<file path="config.mk">
export PLATFORM = sky130hd
export DESIGN_NAME = wbAddrDecode
export DESIGN_NICKNAME = d
export VERILOG_FILES = /design/src/common/fpgaIpPkg.sv /design/src/verilog/wbAddrDecode.sv
export SDC_FILE = /design/constraint.sdc
export NUM_CORES = 1
export LEC_CHECK = 0
export BUFFER_PORTS_ARGS = -buffer_cell sky130_fd_sc_hd__buf_2
export CAP_MARGIN = 30
export CELL_PAD_IN_SITES_DETAIL_PLACEMENT = 1
export CELL_PAD_IN_SITES_GLOBAL_PLACEMENT = 2
export CORE_MARGIN = 3
export CORE_UTILIZATION = 10
export CTS_CLUSTER_SIZE = 20
export DETAILED_ROUTE_END_ITERATION = 16
export PLACE_DENSITY = 0.89
export SYNTH_ARGS = -nofsm -noshare
export SYNTH_HDL_FRONTEND = slang
export SYNTH_SLANG_ARGS = --single-unit
</file>
<file path="constraint.sdc">
create_clock -name WBs_CLK_i -period 0.95 [get_ports WBs_CLK_i]
set_input_delay 0.095 -clock WBs_CLK_i [delete_from_list [all_inputs] [get_ports WBs_CLK_i]]
set_output_delay 0.095 -clock WBs_CLK_i [all_outputs]
set_load 0.02 [all_outputs]
</file>
<file path="src/common/fpgaIpPkg.sv">
// FPGA IP shared definitions
// Bus width, register offsets, target map and reset constants
// used by the register block, the RAM target and the address decoder

package fpgaIpPkg;

    // ------------------------------
    // Bus
    // ------------------------------

    // Host data bus width, four byte strobes
    localparam int DataWidth = 32;

    // Widest GPIO the register block supports
    localparam int MaxGpioWidth = 24;

    // ------------------------------
    // Register map
    // ------------------------------

    // Word offsets inside the register block
    typedef enum logic [7:0] {
        DEVICE_ID = 8'd0,
        CLK_CNTL  = 8'd1,
        GPIO_IN   = 8'd2,
        GPIO_OUT  = 8'd3,
        GPIO_OE   = 8'd4,
        SCRATCH   = 8'd5
    } regOffsetE;

    // Targets selected by the two top address bits
    // Code 2'b11 also decodes to TGT_NONE
    typedef enum logic [1:0] {
        TGT_REGS = 2'd0,
        TGT_RAM  = 2'd1,
        TGT_NONE = 2'd2
    } targetE;

    // ------------------------------
    // Constants
    // ------------------------------

    // Read-only device identifier
    localparam logic [23:0] DeviceId = 24'h55C332;

    // Returned for any address nobody claims
    localparam logic [DataWidth-1:0] DefaultRead = 32'hFABDEFAC;

    // Both clock enables on out of reset
    localparam logic [1:0] ClkCntlReset = 2'b11;

    // Scratch power-on pattern
    localparam logic [DataWidth-1:0] ScratchReset = 32'h12345678;

    // GPIO driven low and tristated out of reset
    localparam logic [MaxGpioWidth-1:0] GpioOutReset = '0;
    localparam logic [MaxGpioWidth-1:0] GpioOeReset  = '0;

endpackage

</file>
<file path="src/verilog/wbAddrDecode.sv">
// Wishbone address decoder
// Picks the target from the two top address bits and gates STB to it
// Returns the selected target's read data and ack to the host
// Unmapped space gets its own one-cycle ack and the default word

`timescale 1ns/1ps

module wbAddrDecode #(
    parameter int AddrWidth = 10
) (
    input  logic                               WBs_CLK_i,
    input  logic                               WBs_RST_i,

    // Host side
    input  logic [AddrWidth-1:0]               wbsAdr_i,
    input  logic                               wbsCyc_i,
    input  logic                               wbsStb_i,
    output logic [fpgaIpPkg::DataWidth-1:0]    wbsDat_o,
    output logic                               wbsAck_o,

    // Target strobes
    output logic                               regStb_o,
    output logic                               ramStb_o,

    // Target responses
    input  logic [fpgaIpPkg::DataWidth-1:0]    regDat_i,
    input  logic                               regAck_i,
    input  logic [fpgaIpPkg::DataWidth-1:0]    ramDat_i,
    input  logic                               ramAck_i
);

    fpgaIpPkg::targetE target;

    // Request toward unmapped space
    logic              noneStb;

    // Ack for unmapped cycles
    logic              noneAck;

    // ------------------------------
    // Target select
    // ------------------------------

    // 00 registers, 01 RAM, 1x nothing
    always_comb
    begin
        case (wbsAdr_i[AddrWidth-1 -: 2])
            2'b00:   target = fpgaIpPkg::TGT_REGS;
            2'b01:   target = fpgaIpPkg::TGT_RAM;
            default: target = fpgaIpPkg::TGT_NONE;
        endcase
    end

    assign regStb_o = wbsStb_i & (target == fpgaIpPkg::TGT_REGS);
    assign ramStb_o = wbsStb_i & (target == fpgaIpPkg::TGT_RAM);
    assign noneStb  = wbsCyc_i & wbsStb_i & (target == fpgaIpPkg::TGT_NONE);

    // ------------------------------
    // Unmapped responder
    // ------------------------------

    // Writes here just get acked and dropped
    always_ff @(posedge WBs_CLK_i or posedge WBs_RST_i)
    begin
        if (WBs_RST_i)
        begin
            noneAck <= 1'b0;
        end
        else
        begin
            noneAck <= noneStb & ~noneAck;
        end
    end

    // ------------------------------
    // Response merge
    // ------------------------------

    always_comb
    begin
        case (target)
            fpgaIpPkg::TGT_REGS:
            begin
                wbsDat_o = regDat_i;
                wbsAck_o = regAck_i;
            end
            fpgaIpPkg::TGT_RAM:
            begin
                wbsDat_o = ramDat_i;
                wbsAck_o = ramAck_i;
            end
            default:
            begin
                wbsDat_o = fpgaIpPkg::DefaultRead;
                wbsAck_o = noneAck;
            end
        endcase
    end

endmodule
</file>
==> impl_metrics.yaml <==
power_and_ir_drop:
  power_leakage_nw: 0.735
  power_per_cell_area_mw_per_mm2: 526
  post-layout-total-power_uw: 677
  peakVddDrop_mv: 0.160
critical_path:
  cp.required_ps: 850
  worst_r2r_startpoint: "noneAck$_DFF_PP0_"
  critPathTopFamily: "multiplexers"
  setup.worst_path.start_class: "input pin"
  critical_path_arrival_ps: 910
  criticalPathCategory: "in2out"
  worst_path_most_repeated_cell: "sky130_fd_sc_hd__mux2_4"
  slowest_stage: "sky130_fd_sc_hd__mux2_4"
  critical_path.cell_chain: "buf_12 -> mux2_4 -> mux2_4 -> buf_6"
  start_point_of_the_critical_path: "wbsAdr_i[8]"
  max_stage_delay_ps: 290
  critPathCaptureType: "output pin"
  worst-path-buf-inv: 2
  worst-path-max-fanout: 4
synth:
  synth_seq_area_share_pct: 4.06
  yosysWarningCount: 0
  synth_seq_cells: 1
  synth_cell_type_count: 15
  post_synth.cell_area_avg_sq_um: 7.62
  netlist_area_sq_um: 617
  synthesis.instances: 81
  mappedNetlistNets: 161
run_status:
  run_status: "complete, but fails checks"
  violations_in_the_final_reports: "setup timing"
timing:
  setup_violations: 5
  final_critical_delay_including_setup_and_external_delays_ps: 1000
  hold_violations: 0
  final.period_utilization_pct: 106
  worst_rel_slew_slack_pct: 90.1
  clock_skew_ps: 0
  report.final.slew_viol_count: 0
  fmax_ghz: 0.997
  rsz0062_at_grt: "yes"
  post-route-worst-setup-slack_ps: -53.3
  tightestPinTransition_ps: 145
route:
  vias: 1015
  drt_pass1_iterations: 4
  drt-initial-drc-count: 19
  detail_route.wirelength_mm: 3.08
  drt-wirelength-per-cell_um: 12.0
  post_dr_vias_cell: 3.96
  drc: 0
  final_antenna_net_count: 0
floorplanning:
  placementRows: 27
  design.die.area_sq_mm: 0.00715
  area_of_the_placeable_core_sq_mm: 0.00574
  die_height_um: 84.5
  horiz_die_dim_um: 84.5
  initial_utilization_pct: 10.7
  num_io_pins: 115
global_routing:
  grt.total_usage_pct: 7.68
  grt.overflow.total: 0
  largest_net_degree_at_the_start_of_global_routing: 33
  number_of_antenna_violations_at_the_first_check_in_global_routing: 0
  grt_pass1_vias: 1028
  grt_first_pass_wirelength_mm: 4.83
final_layout:
  antenna-diode-count: 0
  post_route_cells_drive_above_1_share_pct: 62.5
  final_net_count: 266
  top_register: "noneAck"
  largest_reg_flops: 1
  biggestRegsByFlops: "noneAck x1"
  flow.area_growth_from_synthesis_pct: 109
  postLayoutCoreUtil_pct: 22.4
placed_design:
  place.port_buffers: 106
  dp_hpwl_mm: 2.58
  place_ws_ps: -164
  globalplace.congestion: 0.631
min_path:
  hp-class: "in2reg"
  worstHoldStart: "wbsCyc_i"
flow_run:
  timing.max_cap.violations: 0
clocking:
  clk-insertion-delay-late_ps: 0
  cts.clk_slew.worst_paths_ps: 0
==> Yosys cell counts <==
cell type / count / area, sq um
sky130_fd_sc_hd__a211o_1: 23 / 201
sky130_fd_sc_hd__and3b_1: 1 / 8.76
sky130_fd_sc_hd__and4b_1: 1 / 10.0
sky130_fd_sc_hd__buf_2: 2 / 10.0
sky130_fd_sc_hd__buf_4: 3 / 22.5
sky130_fd_sc_hd__buf_6: 1 / 11.3
sky130_fd_sc_hd__buf_8: 1 / 15.0
sky130_fd_sc_hd__clkbuf_1: 3 / 11.3
sky130_fd_sc_hd__dfrtp_1: 1 / 25.0
sky130_fd_sc_hd__inv_1: 1 / 3.75
sky130_fd_sc_hd__mux2_2: 2 / 22.5
sky130_fd_sc_hd__mux2i_1: 9 / 90.1
sky130_fd_sc_hd__nor2_1: 9 / 33.8
sky130_fd_sc_hd__nor2b_1: 23 / 144
sky130_fd_sc_hd__nor3b_1: 1 / 7.51
==> final cells by class <==
cell class / instances / area, sq um
tap: 72 / 90.1
timing repair buffer: 113 / 639
multi-input combinational: 69 / 531
inverter: 1 / 3.75
sequential: 1 / 25.0
fill: 750 / 4450
==> what timing repair did <==
| item | in CTS | in global routing |
|---|---|---|
| setup buffers | 0 | 1 |
| endpoints found under the hold margin | 1 | 0 |
| gates resized for setup | 8 | 2 |
| hold buffers | 1 | 0 |
| setup endpoints to repair | 28 | 24 |
==> per-stage QoR <==
step                instance area (sq um)  cells  TNS (ps)  hold WS (ps)
CTS                                  1270    255      -381           372
global placement                     1230    254     -2120         -63.7
floorplan                             622     81         0          -176
detailed placement                   1230    254     -2520         -67.0
global route                         1290    256      -982           398
finish                               1290    256     -71.1           367
==> placed cells by master (no fill, tap or decap) <==
cell,count
sky130_fd_sc_hd__buf_2,104
sky130_fd_sc_hd__nor2b_1,23
sky130_fd_sc_hd__a211o_1,23
sky130_fd_sc_hd__mux2i_1,9
sky130_fd_sc_hd__nor2_1,9
sky130_fd_sc_hd__buf_12,3
sky130_fd_sc_hd__buf_4,3
sky130_fd_sc_hd__mux2_4,2
sky130_fd_sc_hd__and4b_1,1
sky130_fd_sc_hd__nor3b_2,1
sky130_fd_sc_hd__and3b_1,1
sky130_fd_sc_hd__inv_1,1
sky130_fd_sc_hd__dlygate4sd3_1,1
sky130_fd_sc_hd__dfrtp_1,1
sky130_fd_sc_hd__buf_6,1
sky130_fd_sc_hd__buf_8,1
==> logic make-up after synthesis <==
logic type | synth area share [%]
compound gates | 32.7
buf+inv | 12.0
flops | 4.06
mux | 18.3
simple gates | 33.1
==> path summary, 6_finish.rpt <==
check                               endpoint  slack (ps)  cells after the start
setup / recovery                    wbsAck_o         -50                      4
hold / removal             noneAck$_DFF_PP0_         370                      2
setup reg to reg           noneAck$_DFF_PP0_         280                      1
hold reg to reg            noneAck$_DFF_PP0_         570                      1
max in group asynchronous  noneAck$_DFF_PP0_         360                      3
min in group asynchronous  noneAck$_DFF_PP0_         500                      3
==> layer usage <==
| layer | global-route usage, % | wire [um] |
|---|---|---|
| met1 | 9.51 | 1180 |
| met2 | 13.9 | 1520 |
| met3 | 1.77 | 352 |
| met4 | 0.863 | 29 |
| met5 | 0 | 0 |
==> power by group <==
group          internal (mW)  switching [mW]  total, mW  leakage (nW)
logic                  0.315           0.316      0.631         0.722
registers             0.0450         0.00104     0.0461        0.0135
clock network              0               0          0             0
No activity file was read; power rests on OpenSTA's default activity.
