$ cat src/common/fpgaIpPkg.sv
// FPGA IP shared definitions
// Bus width, register offsets, target map and reset constants
// used by the register block, the RAM target and the address decoder

package fpgaIpPkg;

    // ------------------------------
    // Bus
    // ------------------------------

    // Host data bus width, four byte strobes
    localparam int DataWidth = 32;

    // Widest GPIO the register block supports
    localparam int MaxGpioWidth = 24;

    // ------------------------------
    // Register map
    // ------------------------------

    // Word offsets inside the register block
    typedef enum logic [7:0] {
        DEVICE_ID = 8'd0,
        CLK_CNTL  = 8'd1,
        GPIO_IN   = 8'd2,
        GPIO_OUT  = 8'd3,
        GPIO_OE   = 8'd4,
        SCRATCH   = 8'd5
    } regOffsetE;

    // Targets selected by the two top address bits
    // Code 2'b11 also decodes to TGT_NONE
    typedef enum logic [1:0] {
        TGT_REGS = 2'd0,
        TGT_RAM  = 2'd1,
        TGT_NONE = 2'd2
    } targetE;

    // ------------------------------
    // Constants
    // ------------------------------

    // Read-only device identifier
    localparam logic [23:0] DeviceId = 24'h55C332;

    // Returned for any address nobody claims
    localparam logic [DataWidth-1:0] DefaultRead = 32'hFABDEFAC;

    // Both clock enables on out of reset
    localparam logic [1:0] ClkCntlReset = 2'b11;

    // Scratch power-on pattern
    localparam logic [DataWidth-1:0] ScratchReset = 32'h12345678;

    // GPIO driven low and tristated out of reset
    localparam logic [MaxGpioWidth-1:0] GpioOutReset = '0;
    localparam logic [MaxGpioWidth-1:0] GpioOeReset  = '0;

endpackage

$ cat src/fpgaRegisters/fpgaRegisters.sv
// FPGA register block
// Device ID, clock-enable control, GPIO out/OE/in and scratch registers
// Byte-masked writes, combinational reads, one-cycle acknowledge
// GPIO inputs pass a two-stage synchronizer before they can be read

`timescale 1ns/1ps

module fpgaRegisters #(
    parameter int BlkAddrWidth = 8,
    parameter int GpioWidth    = 23
) (
    input  logic                               WBs_CLK_i,
    input  logic                               WBs_RST_i,

    // Bus slave side
    input  logic [BlkAddrWidth-1:0]            regAdr_i,
    input  logic                               regCyc_i,
    input  logic                               regStb_i,
    input  logic                               regWe_i,
    input  logic [3:0]                         regByteStb_i,
    input  logic [fpgaIpPkg::DataWidth-1:0]    regDat_i,
    output logic [fpgaIpPkg::DataWidth-1:0]    regDat_o,
    output logic                               regAck_o,

    // Pins and misc
    input  logic [GpioWidth-1:0]               gpioIn_i,
    output logic [GpioWidth-1:0]               gpioOut_o,
    output logic [GpioWidth-1:0]               gpioOe_o,
    output logic                               clk4mCntl_o,
    output logic                               clk1mCntl_o,
    output logic [23:0]                        deviceId_o
);

    // Write enable for the whole block
    logic                             wrEn;

    // Per-register write decodes
    logic                             wrClkCntl;
    logic                             wrGpioOut;
    logic                             wrGpioOe;
    logic                             wrScratch;

    // Register storage
    logic [1:0]                       clkCntl;
    logic [fpgaIpPkg::DataWidth-1:0]  scratchReg;

    // Two-flop GPIO input synchronizer
    logic [GpioWidth-1:0]             gpioInMeta;
    logic [GpioWidth-1:0]             gpioInSync;

    // ------------------------------
    // Write decode
    // ------------------------------

    // Only the first cycle of a request writes, ack blocks the repeat
    assign wrEn = regCyc_i & regStb_i & regWe_i & ~regAck_o;

    assign wrClkCntl = wrEn & (regAdr_i == BlkAddrWidth'(fpgaIpPkg::CLK_CNTL));
    assign wrGpioOut = wrEn & (regAdr_i == BlkAddrWidth'(fpgaIpPkg::GPIO_OUT));
    assign wrGpioOe  = wrEn & (regAdr_i == BlkAddrWidth'(fpgaIpPkg::GPIO_OE));
    assign wrScratch = wrEn & (regAdr_i == BlkAddrWidth'(fpgaIpPkg::SCRATCH));

    // ------------------------------
    // Registers and acknowledge
    // ------------------------------

    always_ff @(posedge WBs_CLK_i or posedge WBs_RST_i)
    begin
        if (WBs_RST_i)
        begin
            clkCntl    <= fpgaIpPkg::ClkCntlReset;
            gpioOut_o  <= fpgaIpPkg::GpioOutReset[GpioWidth-1:0];
            gpioOe_o   <= fpgaIpPkg::GpioOeReset[GpioWidth-1:0];
            scratchReg <= fpgaIpPkg::ScratchReset;
            regAck_o   <= 1'b0;
        end
        else
        begin
            // Clock enables live in lane 0
            if (wrClkCntl && regByteStb_i[0])
            begin
                clkCntl <= regDat_i[1:0];
            end

            // GPIO bits follow the strobe of their byte lane
            for (int bitIdx = 0; bitIdx < GpioWidth; bitIdx++)
            begin
                if (wrGpioOut && regByteStb_i[bitIdx / 8])
                begin
                    gpioOut_o[bitIdx] <= regDat_i[bitIdx];
                end
                if (wrGpioOe && regByteStb_i[bitIdx / 8])
                begin
                    gpioOe_o[bitIdx] <= regDat_i[bitIdx];
                end
            end

            // Scratch, full 32 bits by lane
            for (int lane = 0; lane < fpgaIpPkg::DataWidth / 8; lane++)
            begin
                if (wrScratch && regByteStb_i[lane])
                begin
                    scratchReg[8*lane +: 8] <= regDat_i[8*lane +: 8];
                end
            end

            // One-cycle ack, drops for a cycle even if STB stays high
            regAck_o <= regCyc_i & regStb_i & ~regAck_o;
        end
    end

    // GPIO input synchronizer
    always_ff @(posedge WBs_CLK_i or posedge WBs_RST_i)
    begin
        if (WBs_RST_i)
        begin
            gpioInMeta <= '0;
            gpioInSync <= '0;
        end
        else
        begin
            gpioInMeta <= gpioIn_i;
            gpioInSync <= gpioInMeta;
        end
    end

    // ------------------------------
    // Read mux and outputs
    // ------------------------------

    // Zero-extended, valid while address is held
    always_comb
    begin
        case (regAdr_i)
            BlkAddrWidth'(fpgaIpPkg::DEVICE_ID): regDat_o = fpgaIpPkg::DataWidth'(deviceId_o);
            BlkAddrWidth'(fpgaIpPkg::CLK_CNTL):  regDat_o = fpgaIpPkg::DataWidth'(clkCntl);
            BlkAddrWidth'(fpgaIpPkg::GPIO_IN):   regDat_o = fpgaIpPkg::DataWidth'(gpioInSync);
            BlkAddrWidth'(fpgaIpPkg::GPIO_OUT):  regDat_o = fpgaIpPkg::DataWidth'(gpioOut_o);
            BlkAddrWidth'(fpgaIpPkg::GPIO_OE):   regDat_o = fpgaIpPkg::DataWidth'(gpioOe_o);
            BlkAddrWidth'(fpgaIpPkg::SCRATCH):   regDat_o = scratchReg;
            default:                             regDat_o = fpgaIpPkg::DefaultRead;
        endcase
    end

    // Bit 0 gates the 4 MHz clock, bit 1 the 1 MHz clock
    assign clk4mCntl_o = clkCntl[0];
    assign clk1mCntl_o = clkCntl[1];

    assign deviceId_o = fpgaIpPkg::DeviceId;

endmodule

$ cat config.mk
export PLATFORM = sky130hd
export DESIGN_NAME = fpgaRegisters
export DESIGN_NICKNAME = d
export VERILOG_FILES = /design/src/common/fpgaIpPkg.sv /design/src/fpgaRegisters/fpgaRegisters.sv
export SDC_FILE = /design/constraint.sdc
export NUM_CORES = 1
export LEC_CHECK = 0
export BUFFER_PORTS_ARGS = -buffer_cell sky130_fd_sc_hd__buf_2
export CORE_MARGIN = 3
export CORE_UTILIZATION = 55
export CTS_BUF_LIST = sky130_fd_sc_hd__clkbuf_8
export CTS_CLUSTER_SIZE = 8
export DETAILED_ROUTE_END_ITERATION = 8
export PLACE_DENSITY_LB_ADDON = 0.05
export SYNTH_ARGS = -nofsm -noshare
export SYNTH_HDL_FRONTEND = slang
export SYNTH_SLANG_ARGS = --single-unit
$ cat constraint.sdc
create_clock -name WBs_CLK_i -period 10.1 [get_ports WBs_CLK_i]
set_input_delay 0 -clock WBs_CLK_i [delete_from_list [all_inputs] [get_ports WBs_CLK_i]]
set_output_delay 0 -clock WBs_CLK_i [all_outputs]
set_load 0.005 [all_outputs]
==> results.md <==
* CTS tree: yes
* PD cells at 145 mW/mm2
* Routed WL at 13600 um
* WL/cell at 17.9 um
* Vias in the first global route at 4111
* Synth async-reset ratio at 100%
* Hpwl dp at 8770 um
* RSZ-0062 raised after global routing: false
* Post-CTS Repair Setup Buffers at 0
* Number of I/O pins at 177
* Switching share of power at 23.7%
* RePlAce Congestion at 0.808
* Leading cell types by count after synthesis: dfrtp_1 (112), mux2_2 (50), mux2_4 (47)
* Fraction of layout cells with a size suffix above 1 at 49.7%
* Top FF cell, synth: dfrtp_1
* Yosys synthesis warning count at 0
* Cell Area, Synth at 0.00568 mm2
* WP data arrival at 3.07 ns
* Detailed router's first-iteration violation count at 186
* Maxcap violations at 0
* Max transition margin at 34.4%
* Max Fclk at 364 MHz
* # diodes at 0
* Clk slew on worst S/H paths at 0.07 ns
* Sequential share of the synthesized area at 56.3%
* Post-route ant nets at 0
* Row count at 36
* Top cell type by total area after synthesis: dfrtp_1
* Initial antenna violation count at 0
* Final setup fails at 0
* Hold Buf Count CTS at 60
* Synth Register Bits at 127
* Placeable Area at 0.00991 mm2
* Worst-path fanout max at 54
* Die area at 0.0116 mm2
* Most instantiated library cell after synthesis: dfrtp_1
* Synth cell types at 46
* Maximum clock path buffer count at 2
* Max IR drop VDD at 0.144 mV
* P_int at 0.000830 W
* Seq pwr share at 48.2%
* Htree depth at 4
* EDFF count, synth at 0
* First-pass GRT wire length at 21200 um
* Via count at 3920
* Setup crit start kind: primary input
* CTS Sinks at 127
* Critical Path Source: regAdr_i[0]
* Hold depth at 3
* Tmin final at 2.75 ns
* Chip Width at 108 um
* Syn Area/Cell at 14.2 um2
* Cell leakage power at 3.86 nW
* Clock latency on the worst-skew pair at 0.44 ns
* DRC at 0
* Pre-Repair DR Iteration Count at 4
* Drt via density at 5.16
* Reg-to-Reg Start: regAck_o
* Area delta synth->final at 31.9%
* Setup TNS at 0 ns
* Final slew viol count at 0
* Gr ovfl total at 0
* Status: finished clean
* Final Net Count at 685
* Hold path startpoint: regByteStb_i[3]
* Tot GR Track Use at 24.3%
* Crit. End Element: flip-flop
* Cts repair resizes at 0
* Crit path kind: in -> reg
* Largest net degree at the start of global routing at 82
* Worst Tran Pin Value at 0.984 ns
* CP Data Required Time at 10.42 ns
* Fin Hold WS at 0.0362 ns
* R2R depth at 4
* Initial cell density of the core at 57.3%
* Clock share of power at 44.6%
* Synth area leaders: dfrtp_1 (49%), mux2_4 (12%), mux2_2 (9.9%), dfstp_2 (6.9%), buf_4 (3.3%)
* Port Buffer Count at 152
* Sw power at 0.000258 W
* Area share of the leading cell type in the synthesized netlist at 49.3%
* Final clock skew at 0.00608 ns
* Hold WC Path Type: in -> reg
* Total CTS buffers at 17
* Final hold violations at 0
* Final period util at 27.2%
* Die Y at 108 um
* Synth Instances at 399
* Logic pwr share at 7.1%
* CTS root buf: clkbuf_8
## critical path: stages
cell           delay [ns]
buf_2                0.08
buf_4                0.54
clkinv_1             0.51
nor3_4               0.72
nand3_4              0.27
mux2_4               0.36
dlygate4sd3_1        0.56
## stage by stage
stage / utilization (%) / total power, W / setup slack (ns) / instance area [um2] / cells
3_5_place_dp: 65.1 / 0.000594 / 7.40 / 6450 / 667
2_1_floorplan: - / 0.000571 / 6.74 / 5760 / 421
3_3_place_gp: 65.1 / 0.000592 / 7.42 / 6450 / 667
4_1_cts: 75.6 / 0.00110 / 7.38 / 7490 / 759
6_report: 75.6 / 0.00109 / 7.35 / 7490 / 759
5_1_grt: 75.6 / 0.00113 / 7.16 / 7490 / 759
## logic make-up after synthesis
family | count (synthesis) | share of synthesized area, %
compound gates | 51 | 5.97
buf+inv | 44 | 4.76
flops | 127 | 56.3
mux | 114 | 25.3
other cells | 2 | 0.132
simple gates | 61 | 7.55
## power groups by stage
stage / registers (W) / clock network (W) / logic, W
after floorplan: 0.000533 / 0 / 0.0000382
after global placement: 0.000534 / 0 / 0.0000584
after detailed placement: 0.000534 / 0 / 0.0000596
after CTS: 0.000525 / 0.000495 / 0.0000774
after global routing: 0.000526 / 0.000517 / 0.0000853
final: 0.000524 / 0.000485 / 0.0000776
## cell usage in the layout (no fill, tap or decap), types with 8 or more instances in the layout
cell and n:
a21oi_1 9, mux2i_1 17, clkbuf_8 17, buf_2 152
nand2_1 19, dfstp_2 15, and2_1 9, dfrtp_1 112
mux2_2 50, o211ai_1 8, conb_1 24, o21ai_0 10
dlygate4sd3_1 60, mux2_4 47
## per-layer routing
metal	GRT usage (%)	up-vias	part of all wire (%)
met4	5.32	0	0.56
met1	32.3	1957	44
li1	-	1806	-
met2	39.0	149	48
met3	8.22	8	7.2
met5	0	-	0
## flip-flops by register name, indices dropped and copies added (netlist names)
signal and cells:
clkCntl 2, scratchReg 32, gpioOe_o 23, gpioInSync 23
gpioOut_o 23, regAck_o 1, gpioInMeta 23
## final cells by class
| class | instances | area, um2 |
|---|---|---|
| Clock inverter | 15 | 208 |
| Fill cell | 639 | 2420 |
| Sequential cell | 127 | 3200 |
| Multi-Input combinational cell | 250 | 2300 |
| Inverter | 3 | 13.8 |
| Timing Repair Buffer | 214 | 1380 |
| Tap cell | 133 | 166 |
| Clock buffer | 17 | 234 |
## worst paths after layout
path                                   to  slack (ns)
max                        scratchReg[27]        7.35
min                        scratchReg[31]        0.04
max reg2reg                   gpioOe_o[5]        7.61
min reg2reg                 gpioInSync[3]        0.35
max in group asynchronous   gpioOut_o[10]        8.50
min in group asynchronous   gpioInMeta[9]        0.17
Power figures use the tool's default switching activity.
